<file path="src/hw/attn_pkg.sv">
// Attention softmax shared types
`default_nettype none

package attn_pkg;

    // Scores per tile, fixed because the tile structs are sized from it
    localparam int TILE_SIZE = 4;

    // Signed attention score from the converter
    typedef logic signed [15:0] score_t;

    // Unsigned Q1.15 exponential, 16'h8000 is 1.0
    typedef logic [15:0] prob_t;

    // One input tile
    // last marks the final tile of a row
    typedef struct packed {
        logic                        last;
        score_t [TILE_SIZE-1:0]      score;
    } score_tile_t;

    // One output tile, same framing as the input
    typedef struct packed {
        logic                        last;
        prob_t [TILE_SIZE-1:0]       prob;
    } prob_tile_t;

    // Lane FSM
    // IDLE waits for a row, FILL stores it, EMIT drains exponentials
    typedef enum logic [1:0] {
        LANE_IDLE = 2'd0,
        LANE_FILL = 2'd1,
        LANE_EMIT = 2'd2
    } lane_state_e;

endpackage

`default_nettype wire

</file>
<file path="src/hw/attention_softmax_top.sv">
// Dual-lane attention softmax
`default_nettype none

module attention_softmax_top #(
    parameter int COL         = 16,
    parameter int OUT_CREDITS = 4
) (
    input  wire logic                  clk,
    input  wire logic                  rst_n,
    input  wire logic                  in_valid,
    input  wire attn_pkg::score_tile_t in_tile,
    input  wire logic                  out_credit,
    output logic                       row_credit,
    output logic                       out_valid,
    output attn_pkg::prob_tile_t       out_tile
);

    // Dispatch to lanes
    logic [1:0]                 lane_valid;
    attn_pkg::score_tile_t      lane_tile;
    // Lanes to merge and back to dispatch
    logic [1:0]                 emit_valid;
    attn_pkg::prob_tile_t [1:0] emit_tile;
    logic [1:0]                 emit_take;
    logic [1:0]                 row_done;

    softmax_dispatch_ctrl #(.COL(COL)) u_dispatch (
        .clk        (clk),
        .rst_n      (rst_n),
        .in_valid   (in_valid),
        .in_tile    (in_tile),
        .row_done   (row_done),
        .row_credit (row_credit),
        .lane_valid (lane_valid),
        .lane_tile  (lane_tile)
    );

    // Two lanes share the registered tile, each sees its own strobe
    for (genvar k = 0; k < 2; k++) begin : g_lane
        softmax_lane #(.COL(COL)) u_lane (
            .clk        (clk),
            .rst_n      (rst_n),
            .lane_valid (lane_valid[k]),
            .lane_tile  (lane_tile),
            .emit_take  (emit_take[k]),
            .emit_valid (emit_valid[k]),
            .emit_tile  (emit_tile[k]),
            .row_done   (row_done[k])
        );
    end

    softmax_merge #(.OUT_CREDITS(OUT_CREDITS)) u_merge (
        .clk        (clk),
        .rst_n      (rst_n),
        .emit_valid (emit_valid),
        .emit_tile  (emit_tile),
        .out_credit (out_credit),
        .emit_take  (emit_take),
        .out_valid  (out_valid),
        .out_tile   (out_tile)
    );

endmodule

`default_nettype wire

</file>
<file path="src/hw/softmax_dispatch_ctrl.sv">
// Softmax row dispatch controller
`default_nettype none

module softmax_dispatch_ctrl #(
    parameter int COL = 16
) (
    input  wire logic                clk,
    input  wire logic                rst_n,
    input  wire logic                in_valid,
    input  wire attn_pkg::score_tile_t in_tile,
    input  wire logic [1:0]          row_done,
    output logic                     row_credit,
    output logic [1:0]               lane_valid,
    output attn_pkg::score_tile_t    lane_tile
);

    // Tiles per row and index width
    localparam int NUM_TILES = COL / attn_pkg::TILE_SIZE;
    localparam int IDX_W     = (NUM_TILES > 1) ? $clog2(NUM_TILES) : 1;

    // Position of the next tile within the current row
    logic [IDX_W-1:0] tile_idx;
    // Lane that receives the current row
    logic             cur_lane;
    // Start-up credit counter, stops at 2
    logic [1:0]       init_cnt;
    logic             last_tile;

    // Row end comes from the tile count, the last flag is not trusted here
    assign last_tile = (tile_idx == IDX_W'(NUM_TILES - 1));

    // Tile routing
    always_ff @(posedge clk) begin
        if (!rst_n) begin
            tile_idx   <= '0;
            cur_lane   <= 1'b0;
            lane_valid <= 2'b00;
        end else begin
            if (in_valid) begin
                // One-hot strobe to the lane owning this row
                lane_valid <= 2'b01 << cur_lane;
                if (last_tile) begin
                    tile_idx <= '0;
                    // Next row goes to the other lane
                    cur_lane <= ~cur_lane;
                end else begin
                    tile_idx <= tile_idx + 1'b1;
                end
            end else begin
                lane_valid <= 2'b00;
            end
        end
    end

    // Tile payload, registered once on its way to the lane
    always_ff @(posedge clk) begin
        if (in_valid) begin
            lane_tile <= in_tile;
        end
    end

    // Row credits upstream
    always_ff @(posedge clk) begin
        if (!rst_n) begin
            init_cnt   <= 2'd0;
            row_credit <= 1'b0;
        end else begin
            // First two cycles after release grant one row per lane
            if (init_cnt != 2'd2) begin
                init_cnt <= init_cnt + 2'd1;
            end
            // Afterwards a freed lane returns its credit
            // merge pops one tile per cycle so at most one row_done is high
            row_credit <= (init_cnt != 2'd2) || (|row_done);
        end
    end

endmodule

`default_nettype wire

</file>
<file path="src/hw/softmax_lane.sv">
// Softmax lane with row buffer and base-2 exponential
`default_nettype none

module softmax_lane #(
    parameter int COL = 16
) (
    input  wire logic                  clk,
    input  wire logic                  rst_n,
    input  wire logic                  lane_valid,
    input  wire attn_pkg::score_tile_t lane_tile,
    input  wire logic                  emit_take,
    output logic                       emit_valid,
    output attn_pkg::prob_tile_t       emit_tile,
    output logic                       row_done
);

    localparam int NUM_TILES = COL / attn_pkg::TILE_SIZE;
    localparam int IDX_W     = (NUM_TILES > 1) ? $clog2(NUM_TILES) : 1;

    attn_pkg::lane_state_e state;

    // Row storage, one entry per tile
    attn_pkg::score_t [attn_pkg::TILE_SIZE-1:0] row_buf [NUM_TILES];

    logic [IDX_W-1:0] wr_idx;
    logic [IDX_W-1:0] rd_idx;
    attn_pkg::score_t row_max;
    attn_pkg::score_t tile_max;
    attn_pkg::score_t next_max;
    logic             filling;

    // Lane accepts tiles only before emitting
    assign filling = lane_valid && (state != attn_pkg::LANE_EMIT);

    // Largest score of the incoming tile
    always_comb begin
        tile_max = lane_tile.score[0];
        for (int i = 1; i < attn_pkg::TILE_SIZE; i++) begin
            if ($signed(lane_tile.score[i]) > $signed(tile_max)) begin
                tile_max = lane_tile.score[i];
            end
        end
    end

    // Running maximum, restarts with the first tile of a row
    always_comb begin
        if (state == attn_pkg::LANE_IDLE) begin
            next_max = tile_max;
        end else if ($signed(tile_max) > $signed(row_max)) begin
            next_max = tile_max;
        end else begin
            next_max = row_max;
        end
    end

    // Row buffer and maximum
    always_ff @(posedge clk) begin
        if (filling) begin
            row_buf[wr_idx] <= lane_tile.score;
            row_max         <= next_max;
        end
    end

    // Lane FSM
    always_ff @(posedge clk) begin
        if (!rst_n) begin
            state    <= attn_pkg::LANE_IDLE;
            wr_idx   <= '0;
            rd_idx   <= '0;
            row_done <= 1'b0;
        end else begin
            row_done <= 1'b0;
            case (state)
                attn_pkg::LANE_IDLE, attn_pkg::LANE_FILL: begin
                    if (lane_valid) begin
                        if (wr_idx == IDX_W'(NUM_TILES - 1)) begin
                            // Whole row stored, max now final
                            wr_idx <= '0;
                            state  <= attn_pkg::LANE_EMIT;
                        end else begin
                            wr_idx <= wr_idx + 1'b1;
                            state  <= attn_pkg::LANE_FILL;
                        end
                    end
                end
                attn_pkg::LANE_EMIT: begin
                    if (emit_take) begin
                        if (rd_idx == IDX_W'(NUM_TILES - 1)) begin
                            // Last tile gone, hand the lane back
                            rd_idx   <= '0;
                            row_done <= 1'b1;
                            state    <= attn_pkg::LANE_IDLE;
                        end else begin
                            rd_idx <= rd_idx + 1'b1;
                        end
                    end
                end
                default: begin
                    state <= attn_pkg::LANE_IDLE;
                end
            endcase
        end
    end

    assign emit_valid = (state == attn_pkg::LANE_EMIT);

    // Exponential of the tile under the read index
    // 2^-(max - x) in Q1.15, underflows to zero at a distance of 16
    always_comb begin
        logic [16:0] diff;
        diff = '0;
        emit_tile.last = (rd_idx == IDX_W'(NUM_TILES - 1));
        for (int i = 0; i < attn_pkg::TILE_SIZE; i++) begin
            // Never negative since row_max bounds every element
            diff = 17'($signed(row_max) - $signed(row_buf[rd_idx][i]));
            if (diff >= 17'd16) begin
                emit_tile.prob[i] = 16'h0000;
            end else begin
                emit_tile.prob[i] = 16'h8000 >> diff[3:0];
            end
        end
    end

endmodule

`default_nettype wire

</file>
<file path="src/hw/softmax_merge.sv">
// Softmax lane merge with tile credits
`default_nettype none

module softmax_merge #(
    parameter int OUT_CREDITS = 4
) (
    input  wire logic                       clk,
    input  wire logic                       rst_n,
    input  wire logic [1:0]                 emit_valid,
    input  wire attn_pkg::prob_tile_t [1:0] emit_tile,
    input  wire logic                       out_credit,
    output logic [1:0]                      emit_take,
    output logic                            out_valid,
    output attn_pkg::prob_tile_t            out_tile
);

    localparam int CW = $clog2(OUT_CREDITS + 1);

    // Tile credits held from downstream
    logic [CW-1:0] credit_cnt;
    // Lane holding the oldest row
    logic          exp_lane;
    logic          take;

    // Pop only from the lane whose row is next in order
    assign take      = (credit_cnt != '0) && emit_valid[exp_lane];
    assign emit_take = {2{take}} & (2'b01 << exp_lane);

    // Credit counter
    always_ff @(posedge clk) begin
        if (!rst_n) begin
            credit_cnt <= '0;
        end else begin
            case ({out_credit, take})
                2'b10: begin
                    // Saturate if downstream over-grants
                    if (credit_cnt != CW'(OUT_CREDITS)) begin
                        credit_cnt <= credit_cnt + 1'b1;
                    end
                end
                2'b01: credit_cnt <= credit_cnt - 1'b1;
                default: credit_cnt <= credit_cnt;
            endcase
        end
    end

    // Row order, flip lanes once a row has fully left
    always_ff @(posedge clk) begin
        if (!rst_n) begin
            exp_lane  <= 1'b0;
            out_valid <= 1'b0;
        end else begin
            out_valid <= take;
            if (take && emit_tile[exp_lane].last) begin
                exp_lane <= ~exp_lane;
            end
        end
    end

    // Output tile register
    always_ff @(posedge clk) begin
        if (take) begin
            out_tile <= emit_tile[exp_lane];
        end
    end

endmodule

`default_nettype wire

</file>
<file path="config.mk">
export PLATFORM = sky130hd
export DESIGN_NAME = attention_softmax_top
export DESIGN_NICKNAME = d
export VERILOG_FILES = /design/src/hw/attn_pkg.sv /design/src/hw/attention_softmax_top.sv /design/src/hw/softmax_dispatch_ctrl.sv /design/src/hw/softmax_lane.sv /design/src/hw/softmax_merge.sv
export SDC_FILE = /design/constraint.sdc
export NUM_CORES = 1
export LEC_CHECK = 0
export ABC_CLOCK_PERIOD_IN_PS = 10800
export BUFFER_PORTS_ARGS = -buffer_cell sky130_fd_sc_hd__buf_2
export CORE_AREA = 10 10 327 329
export CTS_BUF_LIST = sky130_fd_sc_hd__clkbuf_4 sky130_fd_sc_hd__clkbuf_8
export CTS_CLUSTER_SIZE = 8
export DETAILED_ROUTE_END_ITERATION = 6
export DIE_AREA = 0 0 337 339
export MAX_ROUTING_LAYER = met4
export PLACE_DENSITY = 0.54
export SLEW_MARGIN = 20
export SYNTH_ARGS = -nofsm -noshare
export SYNTH_HDL_FRONTEND = slang
export SYNTH_SLANG_ARGS = --single-unit
export TNS_END_PERCENT = 50
</file>
<file path="constraint.sdc">
create_clock -name clk -period 10.8 [get_ports clk]
set_clock_uncertainty 0.05 [all_clocks]
set_input_delay 1.62 -clock clk [delete_from_list [all_inputs] [get_ports clk]]
set_output_delay 1.62 -clock clk [all_outputs]
set_load 0.02 [all_outputs]
</file>
==> results_dict.tcl, run 1 <==
set metrics [dict create \
    via_per_inst 5.44 \
    netSwitchingPower_mw 2.07 \
    slew_headroom_pct 36.6 \
    cp_max_fo 33 \
    synthAdderAreaFrac_pct 8.38 \
    ioPinCount 136 \
    syn-num-nets 2797 \
    synth_compound_area_share_pct 10.4 \
    die_width_um 337 \
    rr_endpoint "g_lane[1].u_lane.row_max[2]" \
    tns_ns 0 \
    grt.total_usage_pct 17.2 \
    status "finished clean" \
    vias 22400 \
    worstHoldStart "u_dispatch.cur_lane" \
    grt_overflow 0 \
    grt_pass1_wl_mm 144 \
    ctsLongestPathBuffers 3 \
    path_buf_inv 4 \
    area_growth_pct 13.7 \
    critical_path.max_stage_delay_ns 0.49 \
    totalWireLength_mm 97.6 \
    hold_viol 0 \
    powerDensity_mw_per_mm2 176 \
    ys_seq_area_share_pct 59.8 \
    pwr-share-seq_pct 46.2 \
    cp_common_cell "o21ai_0" \
    max_freq_ghz 0.100 \
    synth.area.top_cells "edfxtp_1 (58%), mux4_2 (8.4%), ha_1 (7.8%)" \
    ys_ff_latch 704 \
    cts_buffers 115 \
    worst_slew_pin_slew_ns 0.950 \
    cts.htree.levels 3 \
    start_kind "register" \
    die_h_um 339 \
    core_sq_mm 0.0999 \
    crit_slowest_cell "edfxtp_1" \
    place_ws_ns 0.301 \
    synthXorXnorAreaFrac_pct 1.43 \
    min_period_over_period_pct 92.3 \
    synth_edf_count 673 \
    cts_root_buf "clkbuf_8" \
    cts_tree "yes" \
    initial_core_util_pct 34.9 \
    maxCapViolCount 0 \
    period_needed_ns 9.97 \
    critPathTopFamily "compound AO/OA/AOI/OAI gates" \
    synth_largest_area_cell "edfxtp_1" \
    instances_no_fill 4126 \
    hold_depth 1 \
    synth_ff_type "edfxtp_1" \
    clk_pin_slew_ns 0.06 \
    setup_viol 0 \
    grt_antenna_before_repair 9 \
    synth_top_area_share_pct 58.0 \
    syn_inst 2501 \
    min_to "u_dispatch.lane_valid[0]" \
    die_area_sq_mm 0.114 \
    clk-insertion-delay-late_ns 0.76 \
    syn_avg_cell_area_sq_um 13.9 \
    post_cts_buffers 0 \
    grt_max_degree 69 \
    reg2reg_from "u_dispatch.lane_tile[15]" \
    synth_commonest_cells "edfxtp_1 (673), inv_1 (246), ha_1 (218)" \
    critPathRequiredTime_ns 11.20 \
    drive_above_1_share_pct 19.4 \
    rsz0062_at_grt "false" \
    drtAntennaViolNets 0 \
    intPower_mw 4.91 \
    p_comb_share_pct 20.1 \
    yosys_warnings 0 \
    reg2reg_slack_ns 0.83 \
    rows 116 \
    reg2reg_depth 43 \
    worst_slack_ns 0.830 \
    drc 0 \
    cp.arrival_ns 10.37 \
    io_buffers 134 \
    crit_type "register to register" \
    drtIter0Drc 1939 \
    nets 3021 \
    grt_pass1_vias 22500 \
    wire_per_inst_um 23.7 \
    dr.pass1.iters 5 \
    leakage_nw 14.1 \
    hold_buffers 0 \
    clockPowerShare_pct 33.7 \
    place_congestion 0.923 \
    placed_cells 3906 \
    synth_top_family_by_area "compound AO/OA/AOI/OAI gates" \
    cts_resized 0 \
    yosys.area_share.simple_pct 7.23 \
    endpoint_kind "register" \
    swShare_pct 29.7 \
    synthMuxAreaShare_pct 9.26 \
    async_flop_share_pct 0 \
    clock-sinks 704 \
    synth.distinct_cells 79 \
    vdd_drop_max_mv 0.0975 \
    yosysMostFrequentCell "edfxtp_1" \
    fill_cells 9368 \
    syn-cell-area_sq_mm 0.0348 \
    maxSlewViolCount 0 \
    min_path_type "register to register" \
    dp_hpwl_mm 69.7 \
]
-- cell type report --
cell class | count | area, sq um | share of cell area (%)
flip-flops and latches | 704 | 20800 | 52.6
multi-input cells | 1484 | 12900 | 32.5
clock buffers | 171 | 2050 | 5.17
well taps | 1298 | 1620 | 4.10
repair buffers | 174 | 977 | 2.47
inverters | 246 | 923 | 2.33
clock inverters | 37 | 277 | 0.698
diodes | 12 | 30.0 | 0.0758
-- cell families after synthesis --
group           after synthesis
simple gates                512
fa+ha+maj                   228
xor+xnor                     57
buf+inv                     313
flops                       704
compound gates              528
mux                         159
-- flip-flops by register name (all words and copies together) (netlist names), named ones only --
name / count
g_lane.u_lane.rd_idx: 4
g_lane.u_lane.row_buf: 512
g_lane.u_lane.row_done: 2
g_lane.u_lane.row_max: 32
g_lane.u_lane.state: 4
g_lane.u_lane.wr_idx: 4
u_dispatch.cur_lane: 1
u_dispatch.init_cnt: 2
u_dispatch.lane_tile: 64
u_dispatch.lane_valid: 2
u_dispatch.row_credit: 1
u_dispatch.tile_idx: 2
u_merge.credit_cnt: 3
u_merge.exp_lane: 1
u_merge.out_tile: 65
u_merge.out_valid: 1
-- power groups by stage --
stage                     registers (mW)  logic (mW)  clock network [mW]
after floorplan                     3.21       0.966                   0
after global placement              3.28        1.32                   0
after detailed placement            3.29        1.36                   0
after CTS                           3.23        1.37                2.43
after global routing                3.23        1.55                2.55
final                               3.23        1.40                2.35
-- cells in the final DEF (no fill, tap or decap), types with 97 or more instances in the layout --
cell | Yosys | routed
buf_2 | 8 | 133
edfxtp_1 | 673 | 673
a21oi_1 | 118 | 114
ha_1 | 218 | 218
nand2_1 | 107 | 107
inv_1 | 246 | 245
o21ai_0 | 97 | 97
nor2_1 | 156 | 155
clkbuf_8 | 0 | 122
mux4_2 | 130 | 130
-- worst max-delay path by stage --
stage                                   startpoint                      endpoint  slack, ns  cells after the start
after floorplan           u_dispatch.lane_tile[31]   g_lane[0].u_lane.row_max[0]       1.74                     41
after global routing      u_dispatch.lane_tile[15]   g_lane[1].u_lane.row_max[0]       0.05                     41
after detailed placement  u_dispatch.lane_tile[14]   g_lane[1].u_lane.row_max[8]       0.30                     43
after CTS                 u_dispatch.lane_tile[15]   g_lane[1].u_lane.row_max[4]       0.27                     43
final                     u_dispatch.lane_tile[15]   g_lane[1].u_lane.row_max[2]       0.83                     43
after global placement    u_dispatch.lane_tile[15]  g_lane[1].u_lane.row_max[11]       0.51                     42
-- stage by stage --
stage | total power [mW] | instance area, sq um | utilization (%) | hold slack [ns]
2_1_floorplan | 4.18 | 34800 | - | 0.370
3_3_place_gp | 4.60 | 37200 | 37.3 | 0.400
3_5_place_dp | 4.65 | 37200 | 37.3 | 0.399
4_1_cts | 7.03 | 39500 | 39.6 | 0.406
5_1_grt | 7.33 | 39600 | 39.7 | 0.434
6_report | 6.98 | 39600 | 39.7 | 0.400
-- per-layer routing --
metal	wire, um	track usage, %	vias up
li1	-	-	10200
met1	43500	22.3	11400
met2	45600	26.9	678
met3	5630	2.94	151
met4	2880	5.85	0
met5	0	-	-
Power figures use the tool's default switching activity.
==> run 2: changes to the inputs <==
--- a/config.mk
+++ b/config.mk
@@ -8,4 +8,3 @@
 export ABC_CLOCK_PERIOD_IN_PS = 10800
-export BUFFER_PORTS_ARGS = -buffer_cell sky130_fd_sc_hd__buf_2
-export CORE_AREA = 10 10 327 329
+export CORE_AREA = 10 10 376 287
 export CTS_BUF_LIST = sky130_fd_sc_hd__clkbuf_4 sky130_fd_sc_hd__clkbuf_8
@@ -13,5 +12,6 @@
 export DETAILED_ROUTE_END_ITERATION = 6
-export DIE_AREA = 0 0 337 339
+export DIE_AREA = 0 0 386 297
+export DONT_BUFFER_PORTS = 1
 export MAX_ROUTING_LAYER = met4
-export PLACE_DENSITY = 0.54
+export PLACE_DENSITY = 0.53
 export SLEW_MARGIN = 20
==> constraint.sdc (replaced) <==
create_clock -name clk -period 10.8 [get_ports clk]
set_clock_uncertainty 0.05 [all_clocks]
set_input_delay 0.54 -clock clk [delete_from_list [all_inputs] [get_ports clk]]
set_output_delay 0.54 -clock clk [all_outputs]
set_load 0.02 [all_outputs]
==> results_dict.tcl, run 2 (synthesized netlist as in run 1, its figures left out) <==
set metrics [dict create \
    die_h_um 297 \
    maxCapViolCount 0 \
    cts.htree.levels 3 \
    leakage_nw 13.9 \
    drc 0 \
    tns_ns 0 \
    cp_common_cell "a21o_1" \
    area_growth_pct 14.0 \
    hold_viol 0 \
    largest_reg_flops 512 \
    grt.total_usage_pct 18.0 \
    largest-register "g_lane.u_lane.row_buf" \
    wire_per_inst_um 25.0 \
    nets 2959 \
    min_period_over_period_pct 95.0 \
    powerDensity_mw_per_mm2 178 \
    layout_commonest_cell "edfxtp_1" \
    grt_antenna_before_repair 12 \
    grt_max_degree 70 \
    grt_overflow 0 \
    dr.pass1.iters 6 \
    reg_top3 "g_lane.u_lane.row_buf (512), u_merge.out_tile (65), u_dispatch.lane_tile (64)" \
    rsz0062_at_grt "false" \
    drtIter0Drc 2289 \
    core_sq_mm 0.100 \
    clock-sinks 704 \
    grt_pass1_vias 21700 \
    clk-insertion-delay-late_ns 0.83 \
    start_kind "register" \
    drive_above_1_share_pct 14.7 \
    cts_root_buf "clkbuf_8" \
    totalWireLength_mm 102 \
    layout_common_cells "edfxtp_1 (673), inv_1 (245), ha_1 (218)" \
    cp.arrival_ns 10.74 \
    cts_buffers 115 \
    drtAntennaViolNets 0 \
    critical_path.max_stage_delay_ns 0.52 \
    cts_tree "yes" \
    die_area_sq_mm 0.115 \
    maxSlewViolCount 0 \
    via_per_inst 5.46 \
    vdd_drop_max_mv 0.0965 \
    rows 101 \
    vias 22400 \
    dp_hpwl_mm 72.5 \
    cp_max_fo 33 \
    crit_type "register to register" \
    period_needed_ns 10.26 \
    place_congestion 0.932 \
    endpoint_kind "register" \
    min_path_type "primary input to register" \
    die_width_um 386 \
    critPathRequiredTime_ns 11.28 \
    ctsLongestPathBuffers 3 \
    slew_headroom_pct 38.3 \
    initial_core_util_pct 34.7 \
    setup_viol 0 \
    worst_slew_pin_slew_ns 0.925 \
    status "finished clean" \
    timing.hold.ws_ns 0.105 \
    crit_slowest_cell "edfxtp_1" \
    ioPinCount 136 \
    grt_pass1_wl_mm 148 \
    max_freq_ghz 0.0975 \
    clk_pin_slew_ns 0.06 \
    io_buffers 0 \
]
run 2: cell types whose count changed in the layout (fill, tap and decap cells not counted), moves of 4 or more:
cell / change
buf_2: -133
dlygate4sd3_1: +66
clkbuf_4: -13
bufinv_16: +5
clkbuf_8: -5
buf_4: +4
run 2: critical path: cells and delay by family (launching register included):
family                     cells  cell delay, ns
buffers and inverters          2            0.40
AOI/OAI and AO/OA             26            5.72
DFF                            1            0.52
and+or+nand+nor                9            1.92
adders and majority gates      4            1.34
run 2: what timing repair did:
item                                    4_1_cts  5_1_grt
resized for setup                             0        6
hold endpoints to repair                    141        0
setup buffers                                 0        0
hold buffers                                 67        0
endpoints found under the setup margin        0       32
run 2: cell type report:
| cell class | count | area [sq um] |
|---|---|---|
| diodes | 10 | 25.0 |
| clock buffers | 153 | 1880 |
| clock inverters | 47 | 465 |
| fillers | 9371 | 60700 |
| inverters | 246 | 923 |
| multi-input cells | 1484 | 12900 |
| flip-flops and latches | 704 | 20800 |
| well taps | 1339 | 1680 |
| repair buffers | 112 | 1030 |
run 2: stage by stage:
step | cells | power [mW] | setup WS (ns) | cell area [sq um] | utilization [%]
3_5_place_dp | 3818 | 4.65 | 0.119 | 36600 | 36.5
2_1_floorplan | 2501 | 4.18 | 1.74 | 34800 | -
3_3_place_gp | 3818 | 4.62 | 0.241 | 36600 | 36.5
4_1_cts | 4085 | 7.13 | 0.102 | 39700 | 39.5
6_report | 4095 | 7.09 | 0.541 | 39700 | 39.5
5_1_grt | 4094 | 7.43 | 0.0435 | 39700 | 39.5
run 2: path summary, 6_finish.rpt:
kind / startpoint / to / slack [ns] / cells after the start
min reg2reg: u_dispatch.cur_lane / u_dispatch.lane_valid[0] / 0.42 / 1
max reg2reg: u_dispatch.lane_tile[15] / g_lane[1].u_lane.row_max[12] / 0.54 / 41
max: u_dispatch.lane_tile[15] / g_lane[1].u_lane.row_max[12] / 0.54 / 41
min: in_valid / u_dispatch.lane_tile[20] / 0.11 / 1
run 2: layer usage:
metal	vias up	global-route usage, %	share of wire (%)
li1	10100	-	-
met1	11300	26.9	49
met2	851	24.4	41
met3	143	3.97	7.5
met4	0	4.13	1.8
met5	-	-	0
run 2: power by group:
| group | leakage [nW] | internal [mW] | switching (mW) | total, mW |
|---|---|---|---|---|
| Clock | 1.23 | 1.32 | 1.10 | 2.43 |
| Combinational | 6.42 | 0.539 | 0.895 | 1.43 |
| Sequential | 6.29 | 3.10 | 0.128 | 3.23 |
